File: config.mk
export PLATFORM = sky130hd
export DESIGN_NAME = pcie_rx_meta_top
export DESIGN_NICKNAME = d
export VERILOG_FILES = /design/src/pcie_meta_pkg.sv /design/src/ctrl_regs.sv /design/src/head_upd_detect.sv /design/src/sync_fifo.sv /design/src/meta_merge_arbiter.sv /design/src/pcie_rx_meta_top.sv
export SDC_FILE = /design/constraint.sdc
export NUM_CORES = 1
export LEC_CHECK = 0
export ABC_AREA = 1
export BUFFER_PORTS_ARGS = -buffer_cell sky130_fd_sc_hd__buf_2
export CAP_MARGIN = 20
export CORE_MARGIN = 1
export CORE_UTILIZATION = 30
export CTS_BUF_LIST = sky130_fd_sc_hd__clkbuf_8
export DETAILED_ROUTE_END_ITERATION = 8
export MAX_ROUTING_LAYER = met4
export PLACE_DENSITY = 0.59
export SYNTH_ARGS = -nofsm -noshare
export SYNTH_HDL_FRONTEND = slang
export SYNTH_HIERARCHICAL = 1
export SYNTH_SLANG_ARGS = --single-unit
File: constraint.sdc
create_clock -name pcie_clk -period 7.5 [get_ports pcie_clk]
set_input_delay 0.75 -clock pcie_clk [delete_from_list [all_inputs] [get_ports pcie_clk]]
set_output_delay 0.75 -clock pcie_clk [all_outputs]
set_load 0.005 [all_outputs]
File: src/pcie_meta_pkg.sv
package pcie_meta_pkg;

    // MMIO bus geometry
    localparam int REG_SIZE = 4;
    localparam int MMIO_ADDR_WIDTH = 16;
    localparam int MMIO_DATA_WIDTH = 64;
    localparam int MMIO_BE_WIDTH = MMIO_DATA_WIDTH / 8;

    // Address decode. The page picks a packet queue or the control page
    localparam int PAGE_LSB = 12;
    localparam int PAGE_WIDTH = 4;
    localparam int MAX_NB_FLOWS = 8;
    localparam int HEAD_REG = 1;
    localparam int CTRL_PAGE = 15;
    localparam int REG_IDX_LSB = 3;
    localparam int REG_IDX_WIDTH = 3;
    localparam int NB_CONTROL_REGS = 2;

    localparam int FLOW_IDX_WIDTH = 3;
    localparam int APP_IDX_WIDTH = 3;
    localparam int PKT_SIZE_WIDTH = 16;
    localparam int REG_WIDTH = 32;
    localparam int RB_SIZE_WIDTH = 16;
    localparam int CNT_WIDTH = 32;
    localparam int OCCUP_WIDTH = 8;

    typedef logic [MMIO_ADDR_WIDTH-1:0] mmio_addr_t;
    typedef logic [MMIO_DATA_WIDTH-1:0] mmio_data_t;
    typedef logic [MMIO_BE_WIDTH-1:0] mmio_be_t;
    typedef logic [FLOW_IDX_WIDTH-1:0] flow_idx_t;
    typedef logic [APP_IDX_WIDTH-1:0] app_idx_t;
    typedef logic [PKT_SIZE_WIDTH-1:0] pkt_size_t;
    typedef logic [REG_WIDTH-1:0] reg_t;
    typedef logic [RB_SIZE_WIDTH-1:0] rb_size_t;
    typedef logic [CNT_WIDTH-1:0] cnt_t;
    typedef logic [OCCUP_WIDTH-1:0] occup_t;

    // Fields of control register 0 and 1
    localparam int DISABLE_BIT = 0;
    localparam int PKT_RB_LSB = 1;
    localparam int SW_RESET_BIT = 27;
    localparam int DSC_RB_LSB = 0;

    // Metadata word, from the top: pkt queue, dsc queue, size, descriptor_only, needs_dsc
    localparam int META_NEEDS_DSC_BIT = 0;
    localparam int META_DSC_ONLY_BIT = 1;
    localparam int META_SIZE_LSB = 2;
    localparam int META_DSC_Q_LSB = META_SIZE_LSB + PKT_SIZE_WIDTH;
    localparam int META_PKT_Q_LSB = META_DSC_Q_LSB + APP_IDX_WIDTH;
    localparam int META_WIDTH = META_PKT_Q_LSB + FLOW_IDX_WIDTH;

endpackage

File: src/ctrl_regs.sv
`timescale 1ns/10ps

module ctrl_regs (
    input  logic                      pcie_clk,
    input  logic                      pcie_reset_n,
    input  pcie_meta_pkg::mmio_addr_t mmio_address,
    input  logic                      mmio_write,
    input  logic                      mmio_read,
    input  pcie_meta_pkg::mmio_data_t mmio_writedata,
    input  pcie_meta_pkg::mmio_be_t   mmio_byteenable,
    output pcie_meta_pkg::mmio_data_t mmio_readdata,
    output logic                      mmio_readdatavalid,
    output logic                      disable_pcie,
    output logic                      sw_reset,
    output pcie_meta_pkg::rb_size_t   pkt_rb_size,
    output pcie_meta_pkg::rb_size_t   dsc_rb_size
);
    import pcie_meta_pkg::*;

    localparam int REG_SEL_WIDTH = $clog2(NB_CONTROL_REGS);

    reg_t                     control_regs [NB_CONTROL_REGS];
    logic [PAGE_WIDTH-1:0]    page;
    logic [REG_IDX_WIDTH-1:0] reg_idx;
    logic [REG_SEL_WIDTH-1:0] reg_sel;
    logic                     ctrl_hit;
    logic                     low_lanes;
    logic                     sw_reset_r1;

    assign page = mmio_address[PAGE_LSB +: PAGE_WIDTH];
    assign reg_idx = mmio_address[REG_IDX_LSB +: REG_IDX_WIDTH];
    assign reg_sel = reg_idx[REG_SEL_WIDTH-1:0];
    assign ctrl_hit = (page == PAGE_WIDTH'(CTRL_PAGE))
        && (reg_idx < REG_IDX_WIDTH'(NB_CONTROL_REGS));
    assign low_lanes = mmio_byteenable[0 +: REG_SIZE] == {REG_SIZE{1'b1}};

    // Registers only take full 32-bit writes on lanes 0 to 3
    always_ff @(posedge pcie_clk) begin
        if (!pcie_reset_n) begin
            for (int i = 0; i < NB_CONTROL_REGS; i++) begin
                control_regs[i] <= '0;
            end
        end else if (mmio_write && ctrl_hit && low_lanes) begin
            control_regs[reg_sel] <= mmio_writedata[REG_WIDTH-1:0];
        end
    end

    always_ff @(posedge pcie_clk) begin
        if (!pcie_reset_n) begin
            mmio_readdatavalid <= 1'b0;
        end else begin
            mmio_readdatavalid <= mmio_read;
        end
    end

    // Anything outside the control page reads back as zero
    always_ff @(posedge pcie_clk) begin
        if (mmio_read) begin
            mmio_readdata <= '0;
            if (ctrl_hit) begin
                mmio_readdata[REG_WIDTH-1:0] <= control_regs[reg_sel];
            end
        end
    end

    assign disable_pcie = control_regs[0][DISABLE_BIT];
    assign pkt_rb_size = control_regs[0][PKT_RB_LSB +: RB_SIZE_WIDTH];
    assign dsc_rb_size = control_regs[1][DSC_RB_LSB +: RB_SIZE_WIDTH];

    // Software sets and clears the reset bit itself, we only delay it
    always_ff @(posedge pcie_clk) begin
        if (!pcie_reset_n) begin
            sw_reset_r1 <= 1'b0;
            sw_reset <= 1'b0;
        end else begin
            sw_reset_r1 <= control_regs[0][SW_RESET_BIT];
            sw_reset <= sw_reset_r1;
        end
    end

endmodule

File: src/head_upd_detect.sv
`timescale 1ns/10ps

module head_upd_detect #(
    parameter int HEAD_UPD_QUEUE_LEN = 16
) (
    input  logic                      pcie_clk,
    input  logic                      pcie_reset_n,
    input  pcie_meta_pkg::mmio_addr_t mmio_address,
    input  logic                      mmio_write,
    input  pcie_meta_pkg::mmio_be_t   mmio_byteenable,
    input  pcie_meta_pkg::occup_t     head_occup,
    output logic                      head_valid,
    output pcie_meta_pkg::flow_idx_t  head_queue,
    output pcie_meta_pkg::cnt_t       rx_ignored_head_cnt
);
    import pcie_meta_pkg::*;

    logic [PAGE_WIDTH-1:0] page;
    logic                  head_upd;
    logic                  almost_full;

    assign page = mmio_address[PAGE_LSB +: PAGE_WIDTH];

    // A head update is a write to a packet queue page covering the whole head register
    assign head_upd = mmio_write && (page < PAGE_WIDTH'(MAX_NB_FLOWS))
        && (mmio_byteenable[HEAD_REG*REG_SIZE +: REG_SIZE] == {REG_SIZE{1'b1}});

    // Margin of 4 covers the write still in flight toward the FIFO
    assign almost_full = head_occup > OCCUP_WIDTH'(HEAD_UPD_QUEUE_LEN - 4);

    always_ff @(posedge pcie_clk) begin
        if (!pcie_reset_n) begin
            head_valid <= 1'b0;
            rx_ignored_head_cnt <= '0;
        end else begin
            head_valid <= head_upd && !almost_full;
            if (head_upd && almost_full) begin
                rx_ignored_head_cnt <= rx_ignored_head_cnt + 1'b1;
            end
        end
    end

    always_ff @(posedge pcie_clk) begin
        if (head_upd) begin
            head_queue <= page[FLOW_IDX_WIDTH-1:0];
        end
    end

endmodule

File: src/sync_fifo.sv
`timescale 1ns/10ps

module sync_fifo #(
    parameter int WIDTH = 8,
    parameter int DEPTH = 16
) (
    input  logic                  pcie_clk,
    input  logic                  pcie_reset_n,
    input  logic [WIDTH-1:0]      in_data,
    input  logic                  in_valid,
    output logic                  in_ready,
    output logic [WIDTH-1:0]      out_data,
    output logic                  out_valid,
    input  logic                  out_ready,
    output pcie_meta_pkg::occup_t occup
);
    import pcie_meta_pkg::*;

    localparam int PTR_WIDTH = (DEPTH > 1) ? $clog2(DEPTH) : 1;

    logic [WIDTH-1:0]     mem [DEPTH];
    logic [PTR_WIDTH-1:0] wr_ptr;
    logic [PTR_WIDTH-1:0] rd_ptr;
    occup_t               count;
    logic                 push;
    logic                 pop;

    assign in_ready = count < OCCUP_WIDTH'(DEPTH);
    assign out_valid = count != '0;
    assign out_data = mem[rd_ptr];
    assign occup = count;

    assign push = in_valid && in_ready;
    assign pop = out_valid && out_ready;

    always_ff @(posedge pcie_clk) begin
        if (push) begin
            mem[wr_ptr] <= in_data;
        end
    end

    // Pointers wrap explicitly so DEPTH need not be a power of two
    always_ff @(posedge pcie_clk) begin
        if (!pcie_reset_n) begin
            wr_ptr <= '0;
            rd_ptr <= '0;
            count <= '0;
        end else begin
            if (push) begin
                wr_ptr <= (wr_ptr == PTR_WIDTH'(DEPTH - 1)) ? '0 : wr_ptr + 1'b1;
            end
            if (pop) begin
                rd_ptr <= (rd_ptr == PTR_WIDTH'(DEPTH - 1)) ? '0 : rd_ptr + 1'b1;
            end
            count <= count + OCCUP_WIDTH'(push) - OCCUP_WIDTH'(pop);
        end
    end

endmodule

File: src/meta_merge_arbiter.sv
`timescale 1ns/10ps

module meta_merge_arbiter #(
    parameter int IN_QUEUE_ALMOST = 4
) (
    input  logic                                   pcie_clk,
    input  logic                                   pcie_reset_n,
    input  logic                                   sw_reset,
    input  logic                                   head_valid,
    output logic                                   head_ready,
    input  pcie_meta_pkg::flow_idx_t               head_queue,
    input  logic                                   rx_meta_valid,
    output logic                                   rx_meta_ready,
    input  pcie_meta_pkg::flow_idx_t               rx_meta_pkt_queue,
    input  pcie_meta_pkg::app_idx_t                rx_meta_dsc_queue,
    input  pcie_meta_pkg::pkt_size_t               rx_meta_size,
    input  pcie_meta_pkg::occup_t                  order_occup,
    output logic                                   order_valid,
    output logic [pcie_meta_pkg::META_WIDTH-1:0]   order_data,
    output pcie_meta_pkg::cnt_t                    rx_pkt_head_upd_cnt
);
    import pcie_meta_pkg::*;

    logic order_room;
    logic head_pop;
    logic meta_take;
    logic merge;

    // The occupancy check is registered. With one word in flight the ordering
    // FIFO peaks at IN_QUEUE_ALMOST + 3 entries, so a depth of 8 never fills
    always_ff @(posedge pcie_clk) begin
        if (!pcie_reset_n) begin
            order_room <= 1'b0;
        end else begin
            order_room <= order_occup <= OCCUP_WIDTH'(IN_QUEUE_ALMOST);
        end
    end

    // Head updates go first. A packet for the same queue rides along with the
    // waiting head update, any other packet has to wait for it to drain
    always_comb begin
        head_ready = order_room;
        rx_meta_ready = order_room && (!head_valid || (rx_meta_pkt_queue == head_queue));
    end

    assign head_pop = head_valid && head_ready;
    assign meta_take = rx_meta_valid && rx_meta_ready;
    assign merge = head_pop && meta_take;

    always_ff @(posedge pcie_clk) begin
        if (!pcie_reset_n) begin
            order_valid <= 1'b0;
        end else begin
            order_valid <= head_pop || meta_take;
        end
    end

    // Building the word here keeps descriptor-only entries in order with packets
    always_ff @(posedge pcie_clk) begin
        if (meta_take) begin
            order_data[META_PKT_Q_LSB +: FLOW_IDX_WIDTH] <= rx_meta_pkt_queue;
            order_data[META_DSC_Q_LSB +: APP_IDX_WIDTH] <= rx_meta_dsc_queue;
            order_data[META_SIZE_LSB +: PKT_SIZE_WIDTH] <= rx_meta_size;
            order_data[META_DSC_ONLY_BIT] <= 1'b0;
            order_data[META_NEEDS_DSC_BIT] <= merge;
        end else if (head_pop) begin
            order_data[META_PKT_Q_LSB +: FLOW_IDX_WIDTH] <= head_queue;
            order_data[META_DSC_Q_LSB +: APP_IDX_WIDTH] <= '0;
            order_data[META_SIZE_LSB +: PKT_SIZE_WIDTH] <= '0;
            order_data[META_DSC_ONLY_BIT] <= 1'b1;
            order_data[META_NEEDS_DSC_BIT] <= 1'b0;
        end
    end

    // Merged updates count as well
    always_ff @(posedge pcie_clk) begin
        if (!pcie_reset_n || sw_reset) begin
            rx_pkt_head_upd_cnt <= '0;
        end else if (head_pop) begin
            rx_pkt_head_upd_cnt <= rx_pkt_head_upd_cnt + 1'b1;
        end
    end

endmodule

File: src/pcie_rx_meta_top.sv
`timescale 1ns/10ps

module pcie_rx_meta_top #(
    parameter int HEAD_UPD_QUEUE_LEN = 16,
    parameter int ORDER_QUEUE_DEPTH = 8,
    parameter int IN_QUEUE_ALMOST = 4
) (
    input  logic                      pcie_clk,
    input  logic                      pcie_reset_n,

    input  pcie_meta_pkg::mmio_addr_t mmio_address,
    input  logic                      mmio_write,
    input  logic                      mmio_read,
    input  pcie_meta_pkg::mmio_data_t mmio_writedata,
    input  pcie_meta_pkg::mmio_be_t   mmio_byteenable,
    output pcie_meta_pkg::mmio_data_t mmio_readdata,
    output logic                      mmio_readdatavalid,

    input  logic                      rx_meta_valid,
    output logic                      rx_meta_ready,
    input  pcie_meta_pkg::flow_idx_t  rx_meta_pkt_queue,
    input  pcie_meta_pkg::app_idx_t   rx_meta_dsc_queue,
    input  pcie_meta_pkg::pkt_size_t  rx_meta_size,

    output logic                      out_meta_valid,
    input  logic                      out_meta_ready,
    output pcie_meta_pkg::flow_idx_t  out_meta_pkt_queue,
    output pcie_meta_pkg::app_idx_t   out_meta_dsc_queue,
    output pcie_meta_pkg::pkt_size_t  out_meta_size,
    output logic                      out_meta_descriptor_only,
    output logic                      out_meta_needs_dsc,

    output logic                      disable_pcie,
    output logic                      sw_reset,
    output pcie_meta_pkg::rb_size_t   pkt_rb_size,
    output pcie_meta_pkg::rb_size_t   dsc_rb_size,
    output pcie_meta_pkg::cnt_t       rx_ignored_head_cnt,
    output pcie_meta_pkg::cnt_t       rx_pkt_head_upd_cnt
);
    import pcie_meta_pkg::*;

    logic                  head_in_valid;
    flow_idx_t             head_in_queue;
    occup_t                head_occup;
    logic                  head_out_valid;
    logic                  head_out_ready;
    flow_idx_t             head_out_queue;

    logic                  order_in_valid;
    logic [META_WIDTH-1:0] order_in_data;
    occup_t                order_occup;
    logic [META_WIDTH-1:0] order_out_data;

    ctrl_regs u_ctrl_regs (
        .pcie_clk           (pcie_clk),
        .pcie_reset_n       (pcie_reset_n),
        .mmio_address       (mmio_address),
        .mmio_write         (mmio_write),
        .mmio_read          (mmio_read),
        .mmio_writedata     (mmio_writedata),
        .mmio_byteenable    (mmio_byteenable),
        .mmio_readdata      (mmio_readdata),
        .mmio_readdatavalid (mmio_readdatavalid),
        .disable_pcie       (disable_pcie),
        .sw_reset           (sw_reset),
        .pkt_rb_size        (pkt_rb_size),
        .dsc_rb_size        (dsc_rb_size)
    );

    head_upd_detect #(
        .HEAD_UPD_QUEUE_LEN (HEAD_UPD_QUEUE_LEN)
    ) u_head_upd_detect (
        .pcie_clk            (pcie_clk),
        .pcie_reset_n        (pcie_reset_n),
        .mmio_address        (mmio_address),
        .mmio_write          (mmio_write),
        .mmio_byteenable     (mmio_byteenable),
        .head_occup          (head_occup),
        .head_valid          (head_in_valid),
        .head_queue          (head_in_queue),
        .rx_ignored_head_cnt (rx_ignored_head_cnt)
    );

    // Both FIFOs are kept from filling by their occupancy checks upstream
    sync_fifo #(
        .WIDTH (FLOW_IDX_WIDTH),
        .DEPTH (HEAD_UPD_QUEUE_LEN)
    ) u_head_fifo (
        .pcie_clk     (pcie_clk),
        .pcie_reset_n (pcie_reset_n),
        .in_data      (head_in_queue),
        .in_valid     (head_in_valid),
        .in_ready     (),
        .out_data     (head_out_queue),
        .out_valid    (head_out_valid),
        .out_ready    (head_out_ready),
        .occup        (head_occup)
    );

    meta_merge_arbiter #(
        .IN_QUEUE_ALMOST (IN_QUEUE_ALMOST)
    ) u_meta_merge_arbiter (
        .pcie_clk            (pcie_clk),
        .pcie_reset_n        (pcie_reset_n),
        .sw_reset            (sw_reset),
        .head_valid          (head_out_valid),
        .head_ready          (head_out_ready),
        .head_queue          (head_out_queue),
        .rx_meta_valid       (rx_meta_valid),
        .rx_meta_ready       (rx_meta_ready),
        .rx_meta_pkt_queue   (rx_meta_pkt_queue),
        .rx_meta_dsc_queue   (rx_meta_dsc_queue),
        .rx_meta_size        (rx_meta_size),
        .order_occup         (order_occup),
        .order_valid         (order_in_valid),
        .order_data          (order_in_data),
        .rx_pkt_head_upd_cnt (rx_pkt_head_upd_cnt)
    );

    sync_fifo #(
        .WIDTH (META_WIDTH),
        .DEPTH (ORDER_QUEUE_DEPTH)
    ) u_order_fifo (
        .pcie_clk     (pcie_clk),
        .pcie_reset_n (pcie_reset_n),
        .in_data      (order_in_data),
        .in_valid     (order_in_valid),
        .in_ready     (),
        .out_data     (order_out_data),
        .out_valid    (out_meta_valid),
        .out_ready    (out_meta_ready),
        .occup        (order_occup)
    );

    assign out_meta_pkt_queue = order_out_data[META_PKT_Q_LSB +: FLOW_IDX_WIDTH];
    assign out_meta_dsc_queue = order_out_data[META_DSC_Q_LSB +: APP_IDX_WIDTH];
    assign out_meta_size = order_out_data[META_SIZE_LSB +: PKT_SIZE_WIDTH];
    assign out_meta_descriptor_only = order_out_data[META_DSC_ONLY_BIT];
    assign out_meta_needs_dsc = order_out_data[META_NEEDS_DSC_BIT];

endmodule

Word level (Yosys, flattened, before mapping)
Memory sizes are Yosys's and may differ from the RTL's. A register that Yosys moved wholly into a read port is not among the register bits.
Index checks and enable logic that the tools add are counted.
{ "totals": {"reg_bits": 127, "latchBits": 0, "mem_bits_rw": 304, "romBits": 0, "in_bits": 116, "out_inout_bits": 189, "elab_cells": 90, "memories": 3} }
{ "classes": {"addsub": 10, "n_mul": 0, "div": 0, "n_lt_le_gt_ge": 6, "n_eq_ne": 8, "shift": 0, "muxes": 21, "n_bitwise": 0, "reduce_logical": 25} }
{ "mem_list": {"columns": ["memory", "depth", "word_bits", "rd", "rd_clocked_by_memory_dff", "wr", "line_no", "source"], "rows": [
  ["u_order_fifo.mem", 8, 24, 1, 1, 1, "sync_fifo.sv:21", "logic [WIDTH-1:0] mem [DEPTH];"],
  ["u_ctrl_regs.control_regs", 2, 32, 3, 1, 2, "ctrl_regs.sv:22", "reg_t control_regs [NB_CONTROL_REGS];"],
  ["u_head_fifo.mem", 16, 3, 1, 1, 1, "sync_fifo.sv:21", null]
]} }
{ "op_table": {"columns": ["cell", "n"], "rows": [
  ["$add 32x1->32 const B", 2],
  ["$mux 24", 2],
  ["$mux 32", 1],
  ["$reduce_or 32->1", 1],
  ["$eq 4x4->1 const B", 5],
  ["$add 8x1->8", 2],
  ["$mux 4", 4],
  ["$reduce_bool 8->1", 2],
  ["$sub 8x1->8", 2],
  ["$logic_and 1x1->1", 14],
  ["$mux 3", 4],
  ["$mux 1", 10],
  ["$add 4x1->4 const B", 2],
  ["$gt 8x4->1 const B", 1],
  ["$le 8x3->1 const B", 1],
  ["$lt 8x4->1 const B", 1],
  ["$lt 8x5->1 const B", 1],
  ["$add 3x1->3 const B", 2],
  ["$eq 3x3->1 const B", 2],
  ["$logic_not 1->1", 4],
  ["$lt 4x4->1 const B", 1],
  ["$eq 3x3->1", 1],
  ["$logic_or 1x1->1", 3],
  ["$lt 3x2->1 const B", 1],
  ["$reduce_bool 2->1", 1]
]} }

Logic depth before layout (Yosys ltp)
Gate-level depths: netlist of the first run.
{ "logic_depth": {"ltp_word": 9, "depth_mapped": 19, "depth_no_buf": 19} }

Cells and area by module
Netlist of the first run, hierarchy kept.
{ "modules_own_cells": {"columns": ["mod", "n_inst", "cells_each", "area_per_inst_um2", "seq_area_each_um2"], "rows": [
  ["sync_fifo at u_order_fifo", 1, 688, 8460.6, 6105.9],
  ["ctrl_regs", 1, 394, 4415.5, 2942.8],
  ["sync_fifo at u_head_fifo", 1, 358, 3266.9, 1841.8],
  ["meta_merge_arbiter", 1, 362, 2785.2, 1391.3],
  ["head_upd_detect", 1, 331, 2079.5, 750.7]
]} }

Worst setup path before layout of the first run
Ideal clock, no wire load.
{ "synth_timing": {"path_kind": "reg2reg", "start": "register (tool-made name)", "end": "register u_meta_merge_arbiter/order_data[0] (netlist bit) (enable)", "arrival_time_ps": 2108, "required_time_ps": 7120, "setup_slack_ps": 5013, "stages_incl_launch_ff": 14, "cell_sequence": "dfxtp_1 > buf_6 > inv_4 > buf_6 > o21ai_0 > nand3_1 > nand3_1 > nand2_1 > xnor2_1 > nand3_1 > nand2_1 > nand3_1 > buf_2 > nand2_1"} }
{ "synth_rtl": {"columns": ["item", "line_no", "source"], "rows": [
  ["end signal: indexed assignment", "meta_merge_arbiter.sv:61", "order_data[META_PKT_Q_LSB +: FLOW_IDX_WIDTH] <= rx_meta_pkt_queue;"],
  ["end signal: indexed assignment", "meta_merge_arbiter.sv:62", "order_data[META_DSC_Q_LSB +: APP_IDX_WIDTH] <= rx_meta_dsc_queue;"],
  ["end signal: indexed assignment", "meta_merge_arbiter.sv:63", "order_data[META_SIZE_LSB +: PKT_SIZE_WIDTH] <= rx_meta_size;"],
  ["end: declaration", "meta_merge_arbiter.sv:19", "output logic [pcie_meta_pkg::META_WIDTH-1:0] order_data,"]
]} }

==> results by group, run 1 <==
Status
  • Status: finished clean

Layout
  • Final nets: 2516
  • Layout area overhead: 15.3%
  • Layout cells sized above 1: 17.1%
  • Final Instance Area: 0.0242 mm^2

STA
  • WHS: 0.314 ns
  • Maximum clock frequency: 0.248 GHz
  • Fin Setup TNS: 0 ns
  • Post-layout min period: 4.04 ns
  • Post-route setup slack: 3.46 ns
  • Slew Limit Fails: 0
  • Worst slew margin: 37.8%
  • Final hold violations: 0
  • Setup Skew: 0.0390 ns
  • Actual slew at the worst max-slew pin: 0.932 ns
  • RSZ-0062 raised after global routing: false
  • Setup Viol. Count Final: 0
  • Final period utilization: 53.8%

Synthesis
  • Number of library cell types mapped by synthesis: 48
  • Cell taking the most area after synthesis: edfxtp_1
  • Ranking of synthesized cells by area: edfxtp_1 (52%), dfxtp_1 (10%), nand2_1 (7.5%)
  • Yosys warns: 6
  • Mapped cell area: 0.0210 mm^2
  • Post-Synthesis Cells: 2133
  • Synthesis-stage register bit count: 470
  • Post-synth top area share: 51.7%
  • Post-synthesis sequential area ratio: 62.0%
  • Mean Syn Cell Area: 9.85 um^2

Drt
  • 1st-pass router iterations: 5
  • ANT nets after route: 0
  • DR vias/cell: 4.44
  • WL final: 50.3 mm
  • 1st-iter DRT viols: 939
  • Remaining DRCs: 0
  • Via Count: 14.9k
  • Routed len/inst: 15.0 um

Job
  • Max Cap Violations: 0

Die
  • Row cnt: 96
  • Initial cell density of the core: 30.5%
  • Die area: 0.0711 mm^2
  • Core area: 0.0689 mm^2
  • Io pins: 305
  • Die X: 267 um
  • Die Ht: 267 um

Clock tree
  • CTS Sinks: 470
  • CTS resizes: 0
  • CTS tree: built
  • Cts hold-fix bufs: 0
  • Clock slew at reported path FFs: 0.05 ns
  • Clock Tree Buf Depth: 3
  • Setup Fix Bufs, Post-CTS: 0
  • H-tree levels: 3
  • CTS root buf: clkbuf_8
  • Clock latency on the worst-skew pair: 0.67 ns
  • CTS Buf Count: 83

Placed design
  • Routability congestion estimate from global placement: 0.819
  • Detail Placement HPWL: 30.8 mm
  • Port bufs: 231
  • Placement-stage cell area: 0.0226 mm^2
  • Worst slack, placed: 3.95 ns

Setup path
  • CP Max Fanout: 96
  • Crit end category: primary output
  • Setup Crit Path Kind: flip-flop to primary output
  • Setup crit start kind: flip-flop
  • Worst Path Required: 6.75 ns
  • Critical Path AT: 3.29 ns

GRT
  • Largest net degree at the start of global routing: 97
  • Global-route wire length before repair: 77.7 mm
  • Vias in the first global route: 14.3k
  • GR Overflow Total: 0
  • Initial antenna violation count: 3
  • GRT Util Overall: 14.4%

Power
  • Flop pwr share: 47.2%
  • Leak: 9.86 nW
  • Sw frac: 29.8%
  • Clock power frac: 34.6%
  • Logic pwr share: 18.2%
  • Worst vdd ir: 0.136 mV
  • P_sw: 0.00192 W
  • Power Dens Cells: 267 mW/mm^2
  • Pint: 0.00453 W

Min path
  • HP Class: input pin to flip-flop
-- final timing paths --
path | startpoint | endpoint | slack [ns] | cells past startpoint
min | mmio_address[12] | u_head_upd_detect/head_queue[0]$_DFFE_PP_ | 0.31 | 1
max reg2reg | u_order_fifo/occup[6]$_SDFF_PN0_ | u_order_fifo/occup[6]$_SDFF_PN0_ | 4.50 | 16
min reg2reg | u_ctrl_regs/sw_reset_r1$_SDFF_PN0_ | u_ctrl_regs/sw_reset$_SDFF_PN0_ | 0.41 | 2
max | flip-flop | out_meta_dsc_queue[1] | 3.46 | 7
-- cells by family (layout without fill, tap and decap cells) --
kind of cell,Yosys count,in the layout,share of synthesized area (%)
fa+ha+maj,37,37,2.28
buf+inv,367,626,8.76
other cells,1,36,0.0179
compound gates,271,271,6.92
flops,470,470,62.0
simple gates,980,980,19.7
xor+xnor,7,7,0.328
-- metal layers --
| layer | track usage (%) | part of all wire [%] |
|---|---|---|
| met4 | 4.86 | 2.3 |
| met1 | 17.4 | 44 |
| met3 | 4.20 | 7.1 |
| met2 | 23.0 | 47 |
| met5 | - | 0 |
-- placed cells by master, fill, tap and decap left out, types with 3 or more instances in the layout --
master,n
inv_1,246
o21ai_0,121
nand2_2,6
dfxtp_1,107
nand3_2,4
nand2_1,422
nand3_1,79
nor2_4,12
inv_2,5
nand4_1,28
nor3_1,18
a21oi_1,75
nor3b_1,3
o21ai_1,19
and3_1,3
clkinv_2,7
o22ai_1,48
xnor2_1,4
clkinvlp_4,3
nor2_2,15
diode_2,4
o21a_1,4
edfxtp_1,362
conb_1,32
clkbuf_8,90
nor2_1,373
buf_4,19
buf_2,231
and2_1,7
clkinv_1,15
ha_1,35
-- state kept, by name, indices dropped and copies added (netlist names), 3 cells and up, named ones only --
| name | cells |
|---|---|
| u_meta_merge_arbiter/order_data | 24 |
| u_head_fifo/mem | 48 |
| u_order_fifo/occup | 8 |
| u_ctrl_regs/mmio_readdata | 32 |
| u_head_fifo/occup | 8 |
| u_ctrl_regs/control_regs | 64 |
| u_head_upd_detect/rx_ignored_head_cnt | 32 |
| u_head_fifo/wr_ptr | 4 |
| u_meta_merge_arbiter/rx_pkt_head_upd_cnt | 32 |
| u_head_fifo/rd_ptr | 4 |
| u_head_upd_detect/head_queue | 3 |
| u_order_fifo/mem | 192 |
| u_order_fifo/rd_ptr | 3 |
| u_order_fifo/wr_ptr | 3 |
-- layout make-up --
class / instances / area [um^2]
Sequential cell: 470 / 13000
Inverter: 230 / 871
Antenna cell: 4 / 10.0
Clock inverter: 55 / 317
Timing Repair Buffer: 251 / 1330
Multi-Input combinational cell: 1327 / 6260
Clock buffer: 90 / 1240
Fill cell: 7108 / 44700
Tap cell: 931 / 1160
-- synthesized netlist by cell type (all sizes together) --
master	instances
edfxtp	362
o22ai	48
a21boi	2
a311oi	1
and2	7
ha	35
a21oi	75
o21ai	141
xor2	3
nand2	430
o21a	4
nor2	400
or2	3
buf	118
xnor2	4
fa	2
dfxtp	108
nor4	1
nand3	84
clkbuf	19
nor3b	3
clkinv	1
and3	3
nor3	21
conb	1
nand4	28
inv	229
-- critical path, stage by stage (launching register included) --
cell and delay (ns):
dfxtp_2 0.87, buf_4 0.62, inv_6 0.37, o21ai_0 0.28, o22ai_1 0.09, nand2_1 0.08, nand2_1 0.10, buf_2 0.14
-- stage by stage --
stage / instances / utilization (%) / total power, W
after floorplan: 2164 / - / 0.00395
after global routing: 3356 / 35.1 / 0.00684
after CTS: 3353 / 35.1 / 0.00655
final: 3358 / 35.1 / 0.00646
after global placement: 3208 / 32.8 / 0.00426
after detailed placement: 3208 / 32.8 / 0.00428
-- power groups by stage --
stage | registers (W) | clock network (W) | logic, W
finish | 0.00305 | 0.00224 | 0.00117
global route | 0.00307 | 0.00243 | 0.00135
global placement | 0.00310 | 0 | 0.00116
detailed placement | 0.00310 | 0 | 0.00117
floorplan | 0.00306 | 0 | 0.000884
CTS | 0.00305 | 0.00232 | 0.00118
(Power assumes the default switching activity.)
==> run 2, diff against run 1 <==
--- a/config.mk
+++ b/config.mk
@@ -13,7 +13,7 @@
 export CTS_BUF_LIST = sky130_fd_sc_hd__clkbuf_8
 export DETAILED_ROUTE_END_ITERATION = 8
 export MAX_ROUTING_LAYER = met4
-export PLACE_DENSITY = 0.59
+export PLACE_DENSITY = 0.61
 export SYNTH_ARGS = -nofsm -noshare
 export SYNTH_HDL_FRONTEND = slang
 export SYNTH_HIERARCHICAL = 1
==> constraint.sdc (replaced) <==
create_clock -name pcie_clk -period 3.3 [get_ports pcie_clk]
set_input_delay 0.33 -clock pcie_clk [delete_from_list [all_inputs] [get_ports pcie_clk]]
set_output_delay 0.33 -clock pcie_clk [all_outputs]
set_load 0.005 [all_outputs]
==> results by group, run 2 (synthesized netlist as in run 1, its figures left out) <==
Clock tree
  • CTS Buf Count: 81 (was 83)
  • CTS Sinks: 470 (unchanged)
  • Clock latency on the worst-skew pair: 0.67 ns (about the same)
  • CTS tree: built (unchanged)
  • CTS root buf: clkbuf_8 (unchanged)
  • Setup Fix Bufs, Post-CTS: 0 (unchanged)
  • Clock slew at reported path FFs: 0.06 ns (was 0.05 ns)
  • H-tree levels: 3 (unchanged)
  • Clock Tree Buf Depth: 3 (unchanged)

Die
  • Initial cell density of the core: 30.5% (unchanged)
  • Row cnt: 96 (unchanged)
  • Die area: 0.0711 mm^2 (unchanged)
  • Core area: 0.0689 mm^2 (unchanged)
  • Io pins: 305 (unchanged)
  • Die Ht: 267 um (unchanged)
  • Die X: 267 um (unchanged)

STA
  • Setup Viol. Count Final: 0 (unchanged)
  • Maximum clock frequency: 0.343 GHz
  • Fin Setup TNS: 0 ns (unchanged)
  • Post-layout min period: 2.91 ns
  • Post-route setup slack: 0.387 ns (was 3.46 ns)
  • Actual slew at the worst max-slew pin: 0.935 ns (was 0.932 ns)
  • Setup Skew: 0.0538 ns (was 0.0390 ns)
  • RSZ-0062 raised after global routing: false (unchanged)
  • Slew Limit Fails: 0 (unchanged)
  • Final hold violations: 0 (unchanged)
  • WHS: 0.0657 ns (was 0.314 ns)
  • Final period utilization: 88.3%
  • Worst slew margin: 37.5% (was 37.8%)

GRT
  • Initial antenna violation count: 1 (was 3)
  • GRT Util Overall: 14.5% (was 14.4%)
  • Global-route wire length before repair: 78.4 mm (was 77.7 mm)
  • GR Overflow Total: 0 (unchanged)
  • Largest net degree at the start of global routing: 97 (unchanged)
  • Vias in the first global route: 14.6k (was 14.3k)

Placed design
  • Detail Placement HPWL: 31.5 mm (was 30.8 mm)
  • Routability congestion estimate from global placement: 0.828 (was 0.819)
  • Worst slack, placed: 0.692 ns (was 3.95 ns)
  • Port bufs: 231 (unchanged)

Drt
  • 1st-pass router iterations: 5 (unchanged)
  • Routed len/inst: 14.9 um (was 15.0 um)
  • DR vias/cell: 4.45 (was 4.44)
  • 1st-iter DRT viols: 1069 (was 939)
  • WL final: 50.9 mm (was 50.3 mm)
  • Via Count: 15.3k (was 14.9k)
  • Remaining DRCs: 0 (unchanged)
  • ANT nets after route: 0 (unchanged)

Power
  • Leak: 10.2 nW (was 9.86 nW)
  • Worst vdd ir: 0.343 mV (was 0.136 mV)
  • Power Dens Cells: 591 mW/mm^2 (was 267 mW/mm^2)

Layout
  • Max FFs per register: 192 (unchanged)
  • FILL cells: 7012 (was 7108)
  • Layout cells sized above 1: 17.1% (about the same)
  • Regs by FF count: u_order_fifo/mem: 192 flops, u_ctrl_regs/control_regs: 64 flops, u_head_fifo/mem: 48 flops (unchanged)
  • Layout area overhead: 18.6% (was 15.3%)
  • Commonest non-fill, non-tap cell in the layout: nand2_1 (unchanged)
  • Commonest cells after routing, fill and taps aside: nand2_1 (422), nor2_1 (373), edfxtp_1 (362), inv_1 (252), buf_2 (231) (was nand2_1 (422), nor2_1 (373), edfxtp_1 (362), inv_1 (246), buf_2 (231))
  • Final nets: 2582 (was 2516)
  • Largest reg by FF count: u_order_fifo/mem (unchanged)

Setup path
  • CP Max Fanout: 18 (was 96)
  • Crit path max-delay cell type: dfxtp_1 (was dfxtp_2)
  • Critical Path AT: 2.58 ns (was 3.29 ns)
  • Setup Crit Path Kind: flip-flop to primary output (unchanged)
  • Worst Path Required: 2.97 ns (was 6.75 ns)
  • Slowest stage delay, CP: 0.47 ns (was 0.87 ns)
  • Worst reg2reg path endpoint: u_order_fifo/occup[6]$_SDFF_PN0_ (unchanged)
  • Reg2reg start: u_order_fifo/occup[4]$_SDFF_PN0_ (was u_order_fifo/occup[6]$_SDFF_PN0_)
  • Crit path cell chain: inv_2 > nand3_1 > nand3_1 > nand3_1 > nand2_1 > xnor2_1 > nand3_1 > nand2_1 > and2_1 > buf_2 (was buf_4 > inv_6 > o21ai_0 > o22ai_1 > nand2_1 > nand2_1 > buf_2)
  • Reg2Reg Setup Slack: 0.69 ns (was 4.50 ns)
  • Setup crit start kind: flip-flop (unchanged)
  • Cell repeated most along the worst path: nand3_1 (was nand2_1)
  • Crit end category: primary output (unchanged)
  • R2R depth: 16 (unchanged)

Min path
  • WHS Path Cells: 3 (was 1)
  • Hold_sp: rx_meta_pkt_queue[1] (was mmio_address[12])
  • Hold endpoint: u_meta_merge_arbiter/order_data[22]$_DFFE_PP_ (was u_head_upd_detect/head_queue[0]$_DFFE_PP_)
  • HP Class: input pin to flip-flop (unchanged)

Job
  • Max Cap Violations: 0 (unchanged)

Status
  • Status: finished clean (unchanged)
[run 2: cell type report]
cell class / instances / area (um^2) / share of cell area (%)
tap: 931 / 1160 / 4.68
clock inverter: 60 / 330 / 1.33
multi-input combinational: 1327 / 6260 / 25.1
inverter: 230 / 871 / 3.50
sequential: 470 / 13000 / 52.3
clock buffer: 89 / 1220 / 4.92
antenna: 1 / 2.50 / 0.0100
timing repair buffer: 319 / 2020 / 8.10
[run 2: worst max-delay path, delay by kind of cell, from the launching register on]
family | cells | cell delay [ns]
flops | 1 | 0.47
xor+xnor | 1 | 0.17
simple gates | 7 | 0.86
buf+inv | 2 | 0.41
[run 2: where the power goes]
group	switching, W	total [W]	internal (W)	leakage (nW)
combinational	0.00175	0.00276	0.00101	5.02
clock	0.00246	0.00505	0.00260	0.900
sequential	0.000219	0.00691	0.00669	4.26
[run 2: stage by stage]
stage | utilization, % | cells | power, W | cell area [um^2]
2_1_floorplan | - | 2164 | 0.00897 | 21100
6_report | 36.1 | 3427 | 0.0147 | 24900
3_3_place_gp | 33.0 | 3219 | 0.00970 | 22700
4_1_cts | 36.1 | 3426 | 0.0149 | 24900
5_1_grt | 36.1 | 3427 | 0.0156 | 24900
3_5_place_dp | 33.0 | 3220 | 0.00975 | 22800
[run 2: worst max path at each step]
| stage | from | endpoint | slack, ns |
|---|---|---|---|
| 6_report | flip-flop | rx_meta_ready | 0.39 |
| 5_1_grt | flip-flop | rx_meta_ready | 0.14 |
| 4_1_cts | flip-flop | rx_meta_ready | 0.15 |
| 3_5_place_dp | u_head_fifo/occup[6]$_SDFF_PN0_ | u_meta_merge_arbiter/rx_pkt_head_upd_cnt[5]$_SDFFE_PP0N_ | 0.69 |
| 3_3_place_gp | u_head_fifo/occup[6]$_SDFF_PN0_ | u_head_fifo/occup[6]$_SDFF_PN0_ | 0.71 |
| 2_1_floorplan | flip-flop | u_meta_merge_arbiter/order_data[0]$_DFFE_PP_ | 0.81 |
[run 2: layer usage]
metal,GRT usage [%],vias up,routed length (um)
li1,-,7579,-
met1,17.7,7153,22600
met5,-,-,0
met4,4.89,0,1220
met2,23.2,424,23600
met3,3.92,96,3430
[run 2: repair_timing]
item	in CTS	in global routing
endpoints found under the setup margin	0	1
endpoints found under the hold margin	90	0
hold buffers	57	0
gates resized for setup	0	1
==> run 3, diff against run 2 <==
--- a/config.mk
+++ b/config.mk
@@ -8,12 +8,14 @@
 export ABC_AREA = 1
 export BUFFER_PORTS_ARGS = -buffer_cell sky130_fd_sc_hd__buf_2
 export CAP_MARGIN = 20
+export CORE_ASPECT_RATIO = 1.1
 export CORE_MARGIN = 1
 export CORE_UTILIZATION = 30
 export CTS_BUF_LIST = sky130_fd_sc_hd__clkbuf_8
 export DETAILED_ROUTE_END_ITERATION = 8
 export MAX_ROUTING_LAYER = met4
 export PLACE_DENSITY = 0.61
+export REMOVE_ABC_BUFFERS = 1
 export SYNTH_ARGS = -nofsm -noshare
 export SYNTH_HDL_FRONTEND = slang
 export SYNTH_HIERARCHICAL = 1
==> results by group, run 3 (synthesized netlist as in run 1, its figures left out) <==
Status
  • Status: finished clean (unchanged)

Die
  • Initial cell density of the core: 30.4% (was 30.5%)
  • Io pins: 305 (unchanged)
  • Row cnt: 101 (was 96)
  • Die Ht: 280 um (was 267 um)
  • Die X: 254 um (was 267 um)
  • Core area: 0.0691 mm^2 (was 0.0689 mm^2)
  • Die area: 0.0711 mm^2 (about the same)

Setup path
  • Critical Path AT: 2.56 ns (was 2.58 ns)
  • Setup Crit Path Kind: flip-flop to primary output (unchanged)
  • Worst Path Required: 2.97 ns (about the same)
  • Cell repeated most along the worst path: nand3_1 (unchanged)
  • Crit path max-delay cell type: dfxtp_2 (was dfxtp_1)
  • Crit end category: primary output (unchanged)
  • Setup crit start kind: flip-flop (unchanged)
  • CP Max Fanout: 14 (was 18)
  • Slowest stage delay, CP: 0.48 ns (was 0.47 ns)
  • Crit path cell chain: buf_4 > nor2_1 > nor2_1 > o21ai_0 > nand3_1 > nand3_1 > nand2_1 > xnor2_1 > nand3_1 > nand2_1 > and2_1 > buf_2 (was inv_2 > nand3_1 > nand3_1 > nand3_1 > nand2_1 > xnor2_1 > nand3_1 > nand2_1 > and2_1 > buf_2)

Clock tree
  • Clock Tree Buf Depth: 3 (unchanged)
  • Setup Fix Bufs, Post-CTS: 0 (unchanged)
  • CTS tree: built (unchanged)
  • Clock latency on the worst-skew pair: 0.65 ns (was 0.67 ns)
  • CTS root buf: clkbuf_8 (unchanged)
  • CTS Sinks: 470 (unchanged)
  • Clock slew at reported path FFs: 0.06 ns (about the same)
  • H-tree levels: 3 (unchanged)
  • CTS Buf Count: 81 (unchanged)

GRT
  • Largest net degree at the start of global routing: 97 (unchanged)
  • Initial antenna violation count: 4 (was 1)
  • Global-route wire length before repair: 78.7 mm (was 78.4 mm)
  • GR Overflow Total: 0 (unchanged)
  • GRT Util Overall: 14.7% (was 14.5%)
  • Vias in the first global route: 14.5k (was 14.6k)

Layout
  • Final nets: 2581 (was 2582)
  • Commonest non-fill, non-tap cell in the layout: nand2_1 (unchanged)
  • Area of the multi-input gates: 0.00626 mm^2 (unchanged)
  • Commonest cells after routing, fill and taps aside: nand2_1 (422), nor2_1 (373), edfxtp_1 (362), inv_1 (250), buf_2 (231) (was nand2_1 (422), nor2_1 (373), edfxtp_1 (362), inv_1 (252), buf_2 (231))
  • Layout area overhead: 18.2% (was 18.6%)
  • Layout cells sized above 1: 16.8% (was 17.1%)
  • Flip-flop and latch area: 0.0130 mm^2 (unchanged)
  • Largest reg by FF count: u_order_fifo/mem (unchanged)
  • Final Instance Area: 0.0248 mm^2 (was 0.0249 mm^2)
  • Max FFs per register: 192 (unchanged)
  • Regs by FF count: u_order_fifo/mem: 192 flops, u_ctrl_regs/control_regs: 64 flops, u_head_fifo/mem: 48 flops (unchanged)
  • FILL cells: 7009 (was 7012)

STA
  • Worst slew margin: 36.4% (was 37.5%)
  • Post-layout min period: 2.89 ns (was 2.91 ns)
  • Slew Limit Fails: 0 (unchanged)
  • Final hold violations: 0 (unchanged)
  • RSZ-0062 raised after global routing: false (unchanged)
  • Final period utilization: 87.6% (was 88.3%)
  • Setup Viol. Count Final: 0 (unchanged)
  • Actual slew at the worst max-slew pin: 0.953 ns (was 0.935 ns)
  • Fin Setup TNS: 0 ns (unchanged)
  • Maximum clock frequency: 0.346 GHz (was 0.343 GHz)
  • Setup Skew: 0.0251 ns (was 0.0538 ns)

Drt
  • DR vias/cell: 4.43 (was 4.45)
  • ANT nets after route: 0 (unchanged)
  • Via Count: 15.2k (was 15.3k)
  • 1st-iter DRT viols: 826 (was 1069)
  • Routed len/inst: 15.0 um (was 14.9 um)
  • 1st-pass router iterations: 5 (unchanged)
  • WL final: 51.5 mm (was 50.9 mm)
  • Remaining DRCs: 0 (unchanged)

Power
  • Power Dens Cells: 589 mW/mm^2 (was 591 mW/mm^2)
  • Leak: 10.1 nW (was 10.2 nW)
  • Worst vdd ir: 0.299 mV (was 0.343 mV)
  • Power Total: 0.0146 W (was 0.0147 W)

Min path
  • HP Class: input pin to flip-flop (unchanged)

Placed design
  • Port bufs: 231 (unchanged)
  • Detail Placement HPWL: 31.8 mm (was 31.5 mm)
  • Placement-stage cell area: 0.0227 mm^2 (was 0.0228 mm^2)
  • Routability congestion estimate from global placement: 0.816 (was 0.828)

Job
  • Max Cap Violations: 0 (unchanged)
==> run 3: changes by cell type in the layout (fill, tap and decap cells not counted), sizes merged, moves of 2 or more <==
cell,delta
clkinv,+6
diode,+2
buf,-2
clkbuf,-7
inv,-2
bufinv,+2
==> run 3: worst max-delay path, delay by kind of cell (launching register included) <==
kind | cells | cell delay [ns]
AND/OR/NAND/NOR | 8 | 0.77
AO/OA/AOI/OAI | 1 | 0.09
XOR/XNOR | 1 | 0.13
flip-flops | 1 | 0.48
buffers and inverters | 2 | 0.45
==> run 3: area by class of cell <==
cell class                 instances  area share, %
clock buffer                      82           4.55
antenna                            3         0.0302
inverter                         230           3.51
sequential                       470           52.5
clock inverter                    67           1.53
tap                              927           4.67
multi-input combinational       1327           25.2
timing repair buffer             318           7.97
==> run 3: final timing paths <==
kind                                 startpoint                                                       end  slack, ns  cells past startpoint
max                                   flip-flop                                             rx_meta_ready       0.41                     12
min                               rx_meta_valid             u_meta_merge_arbiter/order_data[22]$_DFFE_PP_       0.06                      3
max reg2reg     u_head_fifo/occup[6]$_SDFF_PN0_  u_meta_merge_arbiter/rx_pkt_head_upd_cnt[5]$_SDFFE_PP0N_       0.60                     13
min reg2reg  u_ctrl_regs/sw_reset_r1$_SDFF_PN0_                           u_ctrl_regs/sw_reset$_SDFF_PN0_       0.41                      2
==> run 3: layer usage <==
layer  share of wire, %  vias to the layer above  track usage (%)
li1                   -                     7574                -
met1                 43                     7098             17.5
met2                 47                      420             23.3
met3                8.0                       75             4.63
met4                1.9                        0             4.79
met5                  0                        -                -
==> run 3: repair_timing <==
action	in CTS	in global routing
gates resized for setup	0	1
setup endpoints to repair	0	1
hold endpoints to repair	90	0
hold buffers	58	0
==> run 3: metrics by stage <==
stage          hold slack (ns)  util (%)  cells  setup WS (ns)
2_1_floorplan            0.390         -   2027          0.181
3_3_place_gp             0.392      32.9   3214          0.554
3_5_place_dp             0.399      32.9   3214          0.550
4_1_cts                0.00179      35.9   3421          0.142
5_1_grt                 0.0514      35.9   3424          0.160
6_report                0.0627      35.9   3424          0.410
==> run 3: report_power, final <==
part	total, W	leakage, nW	internal [W]	switching, W
clock	0.00499	0.866	0.00257	0.00242
combinational	0.00273	5.01	0.000988	0.00175
sequential	0.00691	4.26	0.00669	0.000217
